## config.mk

```make
export PLATFORM = sky130hd
export DESIGN_NAME = pipeline_frontend
export DESIGN_NICKNAME = d
export VERILOG_FILES = /design/src/source/isa_pkg.sv /design/src/source/pipe_pkg.sv /design/src/source/fetch_unit.sv /design/src/source/insn_buffer.sv /design/src/source/dispatch_decode.sv /design/src/source/pipeline_frontend.sv
export VERILOG_INCLUDE_DIRS = /design/src /design/src/include
export SDC_FILE = /design/constraint.sdc
export NUM_CORES = 1
export LEC_CHECK = 0
export BUFFER_PORTS_ARGS = -buffer_cell sky130_fd_sc_hd__buf_2
export CELL_PAD_IN_SITES_DETAIL_PLACEMENT = 0
export CELL_PAD_IN_SITES_GLOBAL_PLACEMENT = 1
export CORE_ASPECT_RATIO = 0.9
export CORE_MARGIN = 1
export CORE_UTILIZATION = 46
export CTS_BUF_LIST = sky130_fd_sc_hd__clkbuf_4 sky130_fd_sc_hd__clkbuf_8 sky130_fd_sc_hd__clkbuf_16
export DETAILED_ROUTE_END_ITERATION = 7
export PLACE_DENSITY = 0.82
export SLEW_MARGIN = 20
export SYNTH_ARGS = -nofsm -noshare
export SYNTH_HDL_FRONTEND = slang
export SYNTH_HIERARCHICAL = 1
export SYNTH_SLANG_ARGS = --single-unit
```

## constraint.sdc

```tcl
create_clock -name clock -period 8 [get_ports clock]
set_clock_uncertainty 0.05 [all_clocks]
set_input_delay 0 -clock clock [delete_from_list [all_inputs] [get_ports clock]]
set_output_delay 0 -clock clock [all_outputs]
set_load 0.03 [all_outputs]
```

## src/include/pipeline_cfg.svh

```systemverilog
////////////////////
// Front end sizing
////////////////////

`ifndef PIPELINE_CFG_SVH
`define PIPELINE_CFG_SVH

// Architectural data and address width
`define XLEN 32

// One RV32I instruction word
`define INST_W 32

// Memory line returned per request
// Holds two instruction words
`define LINE_W 64

// Entries in the fetch to dispatch buffer
// Must stay a power of two so the pointers wrap on their own
`define IB_DEPTH 8

`endif

```

## src/source/isa_pkg.sv

```systemverilog
////////////////////
// RV32I types
////////////////////

`default_nettype none

`include "pipeline_cfg.svh"

package isa_pkg;

    // One raw instruction word
    typedef logic [`INST_W-1:0] inst_t;

    // Architectural register index, x0 to x31
    typedef logic [4:0] reg_idx_t;

    // Immediate after sign extension
    typedef logic [`XLEN-1:0] imm_t;

    // Coarse class of a decoded instruction
    typedef enum logic [3:0] {
        OP_ALU_REG = 4'h0,
        OP_ALU_IMM = 4'h1,
        OP_LOAD    = 4'h2,
        OP_STORE   = 4'h3,
        OP_BRANCH  = 4'h4,
        OP_JAL     = 4'h5,
        OP_JALR    = 4'h6,
        OP_LUI     = 4'h7,
        OP_AUIPC   = 4'h8,
        OP_SYSTEM  = 4'h9,
        OP_ILLEGAL = 4'hf
    } opclass_t;

    ////////////////////
    // Major opcodes, bits 6:0
    ////////////////////
    localparam logic [6:0] OPC_LOAD   = 7'b0000011;
    localparam logic [6:0] OPC_OP_IMM = 7'b0010011;
    localparam logic [6:0] OPC_AUIPC  = 7'b0010111;
    localparam logic [6:0] OPC_STORE  = 7'b0100011;
    localparam logic [6:0] OPC_OP     = 7'b0110011;
    localparam logic [6:0] OPC_LUI    = 7'b0110111;
    localparam logic [6:0] OPC_BRANCH = 7'b1100011;
    localparam logic [6:0] OPC_JALR   = 7'b1100111;
    localparam logic [6:0] OPC_JAL    = 7'b1101111;
    localparam logic [6:0] OPC_SYSTEM = 7'b1110011;

    // WFI encoding, stops dispatch for good
    localparam inst_t WFI_WORD = 32'h10500073;

endpackage

`default_nettype wire

```

## src/source/pipe_pkg.sv

```systemverilog
////////////////////
// Pipeline types
////////////////////

`default_nettype none

`include "pipeline_cfg.svh"

package pipe_pkg;

    // Byte address into memory
    typedef logic [`XLEN-1:0] addr_t;

    // One full memory line
    typedef logic [`LINE_W-1:0] line_t;

    // Memory command, loads only on this port
    typedef enum logic [1:0] {
        BUS_NONE = 2'h0,
        BUS_LOAD = 2'h1
    } mem_cmd_t;

    // Status reported at the top
    typedef enum logic [3:0] {
        NO_ERROR      = 4'h0,
        ILLEGAL_INST  = 4'h2,
        HALTED_ON_WFI = 4'he
    } error_t;

    // Dispatch FSM
    typedef enum logic {
        DP_RUN    = 1'b0,
        DP_HALTED = 1'b1
    } dp_state_t;

    // Read or write index into the instruction buffer
    typedef logic [$clog2(`IB_DEPTH)-1:0] ib_ptr_t;

endpackage

`default_nettype wire

```

## src/source/fetch_unit.sv

```systemverilog
////////////////////
// Instruction fetch
////////////////////

`timescale 1ns/1ps
`default_nettype none

`include "pipeline_cfg.svh"

module fetch_unit
    import isa_pkg::*;
    import pipe_pkg::*;
(
    input  logic     clock,
    input  logic     arst_n,
    input  logic     squash,
    input  addr_t    branch_pc,
    input  logic     ib_full,
    input  line_t    mem2proc_data,
    output mem_cmd_t proc2mem_command,
    output addr_t    proc2mem_addr,
    output logic     push,
    output inst_t    fetch_inst,
    output addr_t    fetch_pc
);

    // Current fetch address
    addr_t pc;

    ////////////////////
    // Memory request
    ////////////////////

    // Ask for a line only with room in the buffer
    // No request in the squash cycle, the PC is stale
    always_comb begin
        if (!ib_full && !squash) begin
            proc2mem_command = BUS_LOAD;
        end else begin
            proc2mem_command = BUS_NONE;
        end
    end

    // Line aligned address, low three bits dropped
    assign proc2mem_addr = {pc[`XLEN-1:3], 3'b000};

    // Memory answers this cycle, so a load is a push
    assign push = (proc2mem_command == BUS_LOAD);

    ////////////////////
    // Word select
    ////////////////////

    // PC bit 2 picks the upper word of the line
    always_comb begin
        if (pc[2]) begin
            fetch_inst = mem2proc_data[`LINE_W-1 -: `INST_W];
        end else begin
            fetch_inst = mem2proc_data[`INST_W-1:0];
        end
    end

    assign fetch_pc = pc;

    ////////////////////
    // PC register
    ////////////////////

    // Squash redirect wins over sequential advance
    always_ff @(posedge clock or negedge arst_n) begin
        if (!arst_n) begin
            pc <= '0;
        end else if (squash) begin
            pc <= branch_pc;
        end else if (push) begin
            pc <= pc + addr_t'(4);
        end
    end

endmodule

`default_nettype wire

```

## src/source/insn_buffer.sv

```systemverilog
////////////////////
// Instruction buffer
////////////////////

`timescale 1ns/1ps
`default_nettype none

`include "pipeline_cfg.svh"

module insn_buffer
    import isa_pkg::*;
    import pipe_pkg::*;
(
    input  logic  clock,
    input  logic  arst_n,
    input  logic  squash,
    input  logic  push,
    input  inst_t push_inst,
    input  addr_t push_pc,
    input  logic  pop,
    output logic  full,
    output logic  empty,
    output inst_t head_inst,
    output addr_t head_pc
);

    // Count needs one more bit than a pointer to reach IB_DEPTH
    localparam int CNT_W = $clog2(`IB_DEPTH) + 1;

    // Entry storage, instruction and its PC side by side
    inst_t inst_mem [`IB_DEPTH];
    addr_t pc_mem   [`IB_DEPTH];

    ib_ptr_t          wr_ptr;
    ib_ptr_t          rd_ptr;
    logic [CNT_W-1:0] count;

    ////////////////////
    // Status and head
    ////////////////////

    assign full  = (count == CNT_W'(`IB_DEPTH));
    assign empty = (count == '0);

    // Oldest entry, read straight from storage
    assign head_inst = inst_mem[rd_ptr];
    assign head_pc   = pc_mem[rd_ptr];

    ////////////////////
    // Storage write
    ////////////////////

    // Producer checks full, every push lands
    always_ff @(posedge clock) begin
        if (push) begin
            inst_mem[wr_ptr] <= push_inst;
            pc_mem[wr_ptr]   <= push_pc;
        end
    end

    ////////////////////
    // Pointers and count
    ////////////////////

    always_ff @(posedge clock or negedge arst_n) begin
        if (!arst_n) begin
            wr_ptr <= '0;
            rd_ptr <= '0;
            count  <= '0;
        end else if (squash) begin
            // Flush everything fetched down the wrong path
            wr_ptr <= '0;
            rd_ptr <= '0;
            count  <= '0;
        end else begin
            if (push) begin
                wr_ptr <= wr_ptr + 1'b1;
            end
            if (pop) begin
                rd_ptr <= rd_ptr + 1'b1;
            end
            // Push and pop together leave the count alone
            case ({push, pop})
                2'b10:   count <= count + 1'b1;
                2'b01:   count <= count - 1'b1;
                default: count <= count;
            endcase
        end
    end

endmodule

`default_nettype wire

```

## src/source/dispatch_decode.sv

```systemverilog
////////////////////
// Dispatch and decode
////////////////////

`timescale 1ns/1ps
`default_nettype none

`include "pipeline_cfg.svh"

module dispatch_decode
    import isa_pkg::*;
    import pipe_pkg::*;
(
    input  logic     clock,
    input  logic     arst_n,
    input  logic     squash,
    input  logic     dispatch_ready,
    input  logic     empty,
    input  inst_t    head_inst,
    input  addr_t    head_pc,
    output logic     pop,
    output logic     dp_valid,
    output addr_t    dp_pc,
    output inst_t    dp_inst,
    output opclass_t dp_opclass,
    output reg_idx_t dp_rd,
    output reg_idx_t dp_rs1,
    output reg_idx_t dp_rs2,
    output imm_t     dp_imm,
    output error_t   error_status
);

    dp_state_t state;

    // Decode results for the head entry
    opclass_t dec_class;
    imm_t     dec_imm;
    logic     dec_wfi;

    // Immediates of every format, one gets picked
    imm_t imm_i;
    imm_t imm_s;
    imm_t imm_b;
    imm_t imm_u;
    imm_t imm_j;

    // Head leaves only while running and downstream has room
    assign pop = !empty && dispatch_ready && (state == DP_RUN) && !squash;

    ////////////////////
    // Immediate formats
    ////////////////////

    assign imm_i = {{(`XLEN-12){head_inst[31]}}, head_inst[31:20]};
    assign imm_s = {{(`XLEN-12){head_inst[31]}}, head_inst[31:25], head_inst[11:7]};
    assign imm_b = {{(`XLEN-13){head_inst[31]}}, head_inst[31], head_inst[7],
                    head_inst[30:25], head_inst[11:8], 1'b0};
    assign imm_u = {head_inst[31:12], 12'b0};
    assign imm_j = {{(`XLEN-21){head_inst[31]}}, head_inst[31], head_inst[19:12],
                    head_inst[20], head_inst[30:21], 1'b0};

    assign dec_wfi = (head_inst == WFI_WORD);

    ////////////////////
    // Opcode decode
    ////////////////////

    always_comb begin
        dec_class = OP_ILLEGAL;
        dec_imm   = '0;
        case (head_inst[6:0])
            OPC_OP: begin
                // Register ops carry no immediate
                dec_class = OP_ALU_REG;
            end
            OPC_OP_IMM: begin
                dec_class = OP_ALU_IMM;
                dec_imm   = imm_i;
            end
            OPC_LOAD: begin
                dec_class = OP_LOAD;
                dec_imm   = imm_i;
            end
            OPC_STORE: begin
                dec_class = OP_STORE;
                dec_imm   = imm_s;
            end
            OPC_BRANCH: begin
                dec_class = OP_BRANCH;
                dec_imm   = imm_b;
            end
            OPC_JAL: begin
                dec_class = OP_JAL;
                dec_imm   = imm_j;
            end
            OPC_JALR: begin
                dec_class = OP_JALR;
                dec_imm   = imm_i;
            end
            OPC_LUI: begin
                dec_class = OP_LUI;
                dec_imm   = imm_u;
            end
            OPC_AUIPC: begin
                dec_class = OP_AUIPC;
                dec_imm   = imm_u;
            end
            OPC_SYSTEM: begin
                // CSR number or funct12 rides in the I field
                dec_class = OP_SYSTEM;
                dec_imm   = imm_i;
            end
            default: begin
                dec_class = OP_ILLEGAL;
                dec_imm   = '0;
            end
        endcase
    end

    ////////////////////
    // Output registers
    ////////////////////

    // Fields taken raw from the word, whatever the format
    always_ff @(posedge clock) begin
        if (pop) begin
            dp_pc      <= head_pc;
            dp_inst    <= head_inst;
            dp_opclass <= dec_class;
            dp_rd      <= head_inst[11:7];
            dp_rs1     <= head_inst[19:15];
            dp_rs2     <= head_inst[24:20];
            dp_imm     <= dec_imm;
        end
    end

    // Valid strobe, status and halt FSM
    always_ff @(posedge clock or negedge arst_n) begin
        if (!arst_n) begin
            dp_valid     <= 1'b0;
            error_status <= NO_ERROR;
            state        <= DP_RUN;
        end else begin
            dp_valid <= pop;
            if (pop) begin
                if (dec_wfi) begin
                    // Sticky until reset
                    state        <= DP_HALTED;
                    error_status <= HALTED_ON_WFI;
                end else if (dec_class == OP_ILLEGAL) begin
                    error_status <= ILLEGAL_INST;
                end else begin
                    error_status <= NO_ERROR;
                end
            end
        end
    end

endmodule

`default_nettype wire

```

## src/source/pipeline_frontend.sv

```systemverilog
////////////////////
// Front end top
////////////////////

`timescale 1ns/1ps
`default_nettype none

module pipeline_frontend
    import isa_pkg::*;
    import pipe_pkg::*;
(
    input  logic     clock,
    input  logic     arst_n,
    input  line_t    mem2proc_data,
    input  logic     squash,
    input  addr_t    branch_pc,
    input  logic     dispatch_ready,
    output mem_cmd_t proc2mem_command,
    output addr_t    proc2mem_addr,
    output logic     dp_valid,
    output addr_t    dp_pc,
    output inst_t    dp_inst,
    output opclass_t dp_opclass,
    output reg_idx_t dp_rd,
    output reg_idx_t dp_rs1,
    output reg_idx_t dp_rs2,
    output imm_t     dp_imm,
    output error_t   error_status
);

    ////////////////////
    // Stage wires
    ////////////////////

    // Fetch to buffer
    logic  push;
    inst_t fetch_inst;
    addr_t fetch_pc;

    // Buffer to dispatch
    logic  ib_full;
    logic  ib_empty;
    logic  pop;
    inst_t head_inst;
    addr_t head_pc;

    // Fetch, PC and memory request
    fetch_unit u_fetch_unit (
        .clock            (clock),
        .arst_n           (arst_n),
        .squash           (squash),
        .branch_pc        (branch_pc),
        .ib_full          (ib_full),
        .mem2proc_data    (mem2proc_data),
        .proc2mem_command (proc2mem_command),
        .proc2mem_addr    (proc2mem_addr),
        .push             (push),
        .fetch_inst       (fetch_inst),
        .fetch_pc         (fetch_pc)
    );

    // Decouples fetch from dispatch stalls
    insn_buffer u_insn_buffer (
        .clock     (clock),
        .arst_n    (arst_n),
        .squash    (squash),
        .push      (push),
        .push_inst (fetch_inst),
        .push_pc   (fetch_pc),
        .pop       (pop),
        .full      (ib_full),
        .empty     (ib_empty),
        .head_inst (head_inst),
        .head_pc   (head_pc)
    );

    // Decode and registered dispatch outputs
    dispatch_decode u_dispatch_decode (
        .clock          (clock),
        .arst_n         (arst_n),
        .squash         (squash),
        .dispatch_ready (dispatch_ready),
        .empty          (ib_empty),
        .head_inst      (head_inst),
        .head_pc        (head_pc),
        .pop            (pop),
        .dp_valid       (dp_valid),
        .dp_pc          (dp_pc),
        .dp_inst        (dp_inst),
        .dp_opclass     (dp_opclass),
        .dp_rd          (dp_rd),
        .dp_rs1         (dp_rs1),
        .dp_rs2         (dp_rs2),
        .dp_imm         (dp_imm),
        .error_status   (error_status)
    );

endmodule

`default_nettype wire

```

Yosys cells after proc, flatten, opt, wreduce, memory -nomap -nowiden
Memory sizes are Yosys's and may differ from the RTL's. A register that Yosys moved wholly into a read port is not among the register bits.
Cells that the tools add are included.
{"block": "word_totals", "ram_bits": 512, "word_cells": 67, "output_inout_bits": 154, "inputBits": 100, "memories": 2, "regBits": 131}
{"block": "classes", "addsub": 5, "n_reduce_logical": 14, "bitwise_logic": 1, "mux": 16, "n_eq_ne": 16}
{"memory": "u_insn_buffer.inst_mem", "words": 8, "word_bits": 32, "read_ports": 1, "rd_ports_with_merged_regs": 0, "wr": 1, "line_no": "insn_buffer.sv:31", "source": "inst_t inst_mem [`IB_DEPTH];"}
{"memory": "u_insn_buffer.pc_mem", "words": 8, "word_bits": 32, "read_ports": 1, "rd_ports_with_merged_regs": 1, "wr": 1, "line_no": "insn_buffer.sv:32", "source": "addr_t pc_mem [`IB_DEPTH];"}
{"cell": "one-hot mux 32 bit (5 select lines)", "n": 1}
{"cell": "2-to-1 mux 32 bit", "n": 3}
{"cell": "one-hot mux 4 bit (10 select lines)", "n": 1}
{"cell": "adder 32 x 3 -> 32 bit (second input constant)", "n": 1}
{"cell": "equality test 32 x 29 -> 1 bit (second input constant)", "n": 1}
{"cell": "equality test 7 bit (second input constant)", "n": 4}
{"cell": "equality test 7 x 6 -> 1 bit (second input constant)", "n": 3}
{"cell": "equality test 7 x 5 -> 1 bit (second input constant)", "n": 2}
{"cell": "2-to-1 mux 3 bit", "n": 4}
{"cell": "equality test 4 bit (second input constant)", "n": 2}
{"cell": "2-to-1 mux 4 bit", "n": 2}
{"cell": "one-hot mux 4 bit (2 select lines)", "n": 1}
{"cell": "equality test 7 x 2 -> 1 bit (second input constant)", "n": 1}
{"cell": "adder 3 x 1 -> 3 bit (second input constant)", "n": 2}
{"cell": "adder 4 x 1 -> 4 bit (second input constant)", "n": 1}
{"cell": "logical AND 1 bit", "n": 4}
{"cell": "logical NOT 4 bit", "n": 1}
{"cell": "nonzero test 2 bit", "n": 2}
{"cell": "OR reduction 4 bit", "n": 1}
{"cell": "subtractor 4 x 1 -> 4 bit (second input constant)", "n": 1}
{"cell": "logical NOT 1 bit", "n": 3}
{"cell": "2-to-1 mux 1 bit", "n": 3}
{"cell": "nonzero test 3 bit", "n": 1}
{"cell": "equality test 2 x 1 -> 1 bit (second input constant)", "n": 1}
{"cell": "other kinds (6)", "n": 6}

Logic depth before layout (Yosys ltp)
{"block": "logic_depth", "ltp_word": 8, "mapped_depth": 11, "ltp_nobuf": 9}

By module
The synthesis kept the hierarchy.
{"mod": "insn_buffer", "area_per_inst_um2": 19855.3, "n_inst": 1, "cells_each": 814}
{"mod": "dispatch_decode", "area_per_inst_um2": 3980.1, "n_inst": 1, "cells_each": 244}
{"mod": "fetch_unit", "area_per_inst_um2": 2481.1, "n_inst": 1, "cells_each": 278}

Worst setup path after synthesis
Ideal clock, no wire load.
{"block": "synth_timing", "path_kind": "reg2reg", "from": "reg u_insn_buffer.count[1]", "to": "mem u_insn_buffer/inst_mem[0][0] (netlist bit), enable pin", "stages_incl_launch_ff": 7, "t_arrival_ns": 5.826, "slack_ns": 1.559, "period_less_slack_ns": 6.441, "n_path_buf": 2, "cell_sequence": "dfrtp_1 clkbuf_1 nor4_1 nor2_1 clkbuf_1 nand2b_1 nor3_1"}
{"block": "synth_between", "elab_chain_len": 7}
{"item": "start, declared", "line_no": "insn_buffer.sv:36", "source": "logic [CNT_W-1:0] count;"}
{"item": "start signal, assigned", "line_no": "insn_buffer.sv:84", "source": "2'b10: count <= count + 1'b1;"}
{"item": "start signal, assigned", "line_no": "insn_buffer.sv:85", "source": "2'b01: count <= count - 1'b1;"}
{"item": "start signal, assigned", "line_no": "insn_buffer.sv:86", "source": "default: count <= count;"}
{"item": "equality test 4 bit", "line_no": "insn_buffer.sv:42", "source": "assign full = (count == CNT_W'(`IB_DEPTH));"}
{"item": "named net ib_full", "line_no": "pipeline_frontend.sv:41", "source": "logic ib_full;"}
{"item": "logical NOT 1 bit", "line_no": "fetch_unit.sv:37", "source": "if (!ib_full && !squash) begin"}
{"item": "logical AND 1 bit", "line_no": "fetch_unit.sv:37"}
{"item": "2-to-1 mux 1 bit", "line_no": "fetch_unit.sv:37"}
{"item": "equality test 1 bit", "line_no": "fetch_unit.sv:48", "source": "assign push = (proc2mem_command == BUS_LOAD);"}
{"item": "named net push", "line_no": "pipeline_frontend.sv:36", "source": "logic push;"}
{"item": "2-to-1 mux 1 bit", "line_no": "insn_buffer.sv:55", "source": "if (push) begin"}
{"item": "2-to-1 mux 1 bit (not written as such)", "line_no": "insn_buffer.sv:56", "source": "inst_mem[wr_ptr] <= push_inst;"}
{"item": "end, declared", "line_no": "insn_buffer.sv:31"}
The timed path passes the listed nets, and every way through them passes these cells.

Worst setup path after layout
{"block": "layout_timing", "from": "reg u_insn_buffer.rd_ptr[1]", "to": "reg u_dispatch_decode.error_status[1]"}
{"block": "layout_between", "word_cells_on_any_way": 16, "classes_between": "eq/ne (12); mux (3); memory (1)"}
{"item": "start, declared", "line_no": "insn_buffer.sv:35", "source": "ib_ptr_t rd_ptr;"}
{"item": "start signal, assigned", "line_no": "insn_buffer.sv:80", "source": "rd_ptr <= rd_ptr + 1'b1;"}
{"item": "memory (8 x 32 bit)"}
{"item": "named net head_inst[16]", "line_no": "pipeline_frontend.sv:44", "source": "inst_t head_inst;"}
{"item": "equality test 32 x 29 -> 1 bit", "line_no": "dispatch_decode.sv:62", "source": "assign dec_wfi = (head_inst == WFI_WORD);"}
{"item": "2-to-1 mux 4 bit", "line_no": "dispatch_decode.sv:146", "source": "if (dec_wfi) begin"}
{"item": "end signal, assigned", "line_no": "dispatch_decode.sv:149", "source": "error_status <= HALTED_ON_WFI;"}
{"item": "end signal, assigned", "line_no": "dispatch_decode.sv:151", "source": "error_status <= ILLEGAL_INST;"}
{"item": "end signal, assigned", "line_no": "dispatch_decode.sv:153", "source": "error_status <= NO_ERROR;"}
{"item": "end, declared", "line_no": "dispatch_decode.sv:30", "source": "output error_t error_status"}
The timed path passes the listed nets, and every way through them passes these cells.
A chain may end at the register's enable or synchronous reset.

==> flow_summary.rst <==
.. list-table::
   :header-rows: 1

   * - Metric
     - Value
   * - Endpoint class of the critical path
     - register
   * - Maximum VDD drop
     - 0.000126 V
   * - Effective utilization at floorplan
     - 0.469
   * - Post-synthesis cell count
     - 1336
   * - Sum of net half-perimeters after detailed placement
     - 32.5 mm
   * - Gate power share
     - 0.103
   * - Total number of vias
     - 13900
   * - Sequential cell fraction of total power
     - 0.515
   * - Total of endpoints with negative setup slack in the final report
     - 0
   * - Post-Place Cells
     - 2249
   * - Min cycle time layout
     - 3.89 ns
   * - Final sum of negative setup slack
     - 0 ns
   * - Switching Share
     - 0.239
   * - Highest attainable clock frequency
     - 257 MHz
   * - Routed length per placed instance
     - 23.4 µm
   * - Sequential-to-total area share from yosys stat
     - 0.742
   * - Buffers inserted during post-CTS setup optimization
     - 0
   * - Final hold vios
     - 15
   * - CTS clock-pin slew for the worst setup and hold paths
     - 0.07 ns
   * - Actual transition at the worst max-transition pin
     - 1.13 ns
   * - Fraction of final layout cells sized beyond drive strength 1
     - 0.360
   * - Number of H-tree levels
     - 3
   * - FF+latch count, synth
     - 658
   * - Number of antenna violations at the first check in global routing
     - 0
   * - Count of instances resized after the clock tree is built
     - 0
   * - Worst Path Class, Setup
     - register to register
   * - Result of the run
     - finished, violations left
   * - Std-Cell Rows
     - 82
   * - Post-Route WL
     - 58.0 mm
   * - Die Height
     - 229 µm
   * - Endpoint arrival time on the critical path
     - 4.37 ns
   * - Fin Hold WS
     - -0.0204 ns
   * - ANT cells
     - 0
   * - 1st-pass router iterations
     - 7
   * - Pwr dens
     - 253 nW/µm²
   * - Input/output buffers
     - 248
   * - Combined global-route utilization of all metal layers
     - 0.201
   * - Number of hold buffers added after CTS
     - 109
   * - Share of the clock period used by the worst path
     - 0.486
   * - Max-slew violation total from the final report
     - 0
   * - Psw
     - 1890 µW
   * - Avg Cell Area, Syn
     - 19.7 µm²
   * - CORE AREA
     - 56100 µm²
   * - Worst-Skew Late Latency
     - 0.62 ns
   * - Post-detailed-route DRC marker count
     - 0
   * - Most instantiated flip-flop cell in the synthesis netlist
     - edfxtp_1
   * - Count of max-cap constraint violations
     - 0
   * - Post-synth ARST share
     - 0.0699
   * - Number of nets in the final layout
     - 1775
   * - Clock network power share
     - 0.382
   * - Cell-internal power
     - 6030 µW
   * - Global-route wire length before repair
     - 86.2 mm
   * - Number of library cell types mapped by synthesis
     - 58
   * - Number of global-route vias before repair
     - 14000
   * - Detailed-route vias per instance
     - 5.60
   * - Die X-Extent
     - 254 µm
   * - Crit Path Max Fanout
     - 72
   * - Placed cell area
     - 28000 µm²
   * - Violated checks
     - negative hold slack
   * - Sinks on the clock net
     - 658
   * - Starting DRT DRC Count
     - 1156
   * - RSZ-0062 raised after global routing
     - false
   * - Crit path required time
     - 8.48 ns
   * - Type of origin of the critical path
     - register
   * - Clock root buffer
     - clkbuf_16
   * - Total of warnings raised by yosys
     - 6
   * - Area grow syn2layout
     - 18.8%
   * - Die Outline Area
     - 58200 µm²
   * - Total gr overflow
     - 0
   * - Number of buffers added by the clock tree synthesis step
     - 66
   * - Cell area after technology mapping
     - 26300 µm²
   * - Relative slew margins
     - 0.249
   * - Worst hold-check path type
     - primary input to async pin
   * - Final instance area
     - 31300 µm²
   * - Largest net degree at the start of global routing
     - 117
   * - Clock tree from TritonCTS
     - done
   * - Leakage power
     - 0.0106 µW
   * - Count of pins on the block boundary
     - 254
   * - Max Root-Sink Buffers
     - 3
   * - Filler-free cell count of the finished design
     - 2478
   * - Gp weighted congestion
     - 0.788
   * - Antenna violation net count after detailed routing
     - 0
   * - Count of flip-flops with a built-in enable after synthesis
     - 612
==> flip-flops by register name (all words and copies together), names as in the netlist <==
register and count:
u_dispatch_decode/state 1, u_dispatch_decode/dp_opclass 4, u_dispatch_decode/dp_pc 32, u_insn_buffer/pc_mem 256, u_dispatch_decode/error_status 2, u_insn_buffer/count 4, u_insn_buffer/wr_ptr 3, u_dispatch_decode/dp_inst 32
u_fetch_unit/fetch_pc 32, u_insn_buffer/inst_mem 256, u_dispatch_decode/dp_valid 1, u_dispatch_decode/dp_imm 32, u_insn_buffer/rd_ptr 3
==> layout by cell type, fill, tap and decap left out, types with 4 or more instances in the layout <==
master,count
bufinv_16,4
conb_1,5
clkinv_1,13
nor2_1,37
dlygate4sd3_1,109
nor3_1,7
o21ai_0,29
dfrtp_1,42
nand3_1,11
edfxtp_1,612
a31oi_1,15
or3_1,4
clkbuf_16,66
nor2b_1,9
xor2_1,6
buf_4,16
and3_1,10
clkinv_8,4
mux4_2,128
mux2i_1,4
nor2_4,6
and2_1,4
buf_2,248
a21o_1,19
nand2b_1,6
nand2_1,48
nor4_1,12
nor4b_1,4
o31ai_1,8
xnor2_1,13
nand4b_1,5
or4_1,7
clkinv_2,10
ha_1,5
a21oi_1,8
mux2_2,98
clkbuf_4,16
a22o_1,5
nand4_1,9
inv_1,13
==> per-layer routing <==
layer	share of wire	routed length, µm	global-route usage
met5	0	0	0
met3	0.065	3770	0.0379
met1	0.42	24700	0.280
met4	0.018	1070	0.0469
met2	0.49	28500	0.328
==> area by class of cell <==
| class | instances | area, µm² |
|---|---|---|
| clock buffer | 82 | 1770 |
| clock inverter | 38 | 374 |
| fill | 4215 | 24900 |
| inverter | 14 | 55.1 |
| multi-input combinational | 556 | 6090 |
| sequential | 658 | 19500 |
| tap | 756 | 946 |
| timing repair buffer | 374 | 2470 |
==> logic make-up (layout without fill, tap and decap cells) <==
group / after synthesis / in the layout / share of synthesized area
DFF: 658 / 658 / 0.742
muxes: 230 / 230 / 0.153
and+or+nand+nor: 195 / 195 / 0.0402
buffers and inverters: 125 / 508 / 0.0290
AOI/OAI and AO/OA: 102 / 102 / 0.0267
xor gates and xnor gates: 19 / 19 / 0.00632
adders and majority gates: 5 / 5 / 0.00238
other: 2 / 5 / 0.000285
==> cell usage after synthesis (all sizes together) (13+ instances only) <==
cell type | instances | area (µm²)
dfrtp | 46 | 1150
a21o | 19 | 143
edfxtp | 612 | 18400
buf | 86 | 617
xnor2 | 13 | 114
mux4 | 128 | 2880
mux2 | 98 | 1100
a31oi | 15 | 93.8
nor2 | 43 | 161
clkbuf | 25 | 93.8
nand2 | 48 | 180
inv | 14 | 52.6
o21ai | 29 | 145
==> path summary, 6_finish.rpt <==
kind	cells after the start	from	to	slack, ns
worst max-delay path	7	u_insn_buffer/rd_ptr[1]	u_dispatch_decode/error_status[1]	4.11
worst min-delay path	3	arst_n	u_fetch_unit/fetch_pc[20]	-0.02
worst max register to register	7	u_insn_buffer/rd_ptr[1]	u_dispatch_decode/error_status[1]	4.11
worst min register to register	2	u_insn_buffer/wr_ptr[0]	u_insn_buffer/wr_ptr[0]	0.54
max in group asynchronous	3	arst_n	u_insn_buffer/rd_ptr[1]	7.31
min in group clock	4	branch_pc[6]	u_fetch_unit/fetch_pc[6]	0.10
==> per-stage QoR <==
stage	power [µW]	util	setup WS, ns	hold slack, ns
floorplan	4670	-	1.56	-0.346
global route	8190	0.557	3.92	0.0653
detailed placement	4920	0.499	4.11	0.127
global placement	4890	0.499	4.09	0.133
finish	7920	0.557	4.11	-0.0204
CTS	7990	0.557	4.07	0.00967
==> power groups by stage <==
stage	logic (µW)	registers, µW	clock network, µW
2_1_floorplan	504	4170	0
3_3_place_gp	751	4140	0
3_5_place_dp	765	4150	0
4_1_cts	827	4080	3080
5_1_grt	877	4090	3220
6_report	819	4080	3030
==> critical path: stages, from the launching register on <==
cell	delay, ns
dfrtp_4	0.99
buf_4	0.93
mux4_2	0.43
mux2_2	0.34
nor4_1	0.23
nand4b_1	0.12
or4_4	0.54
nand3_1	0.10
No activity file was read; power rests on OpenSTA's default activity.
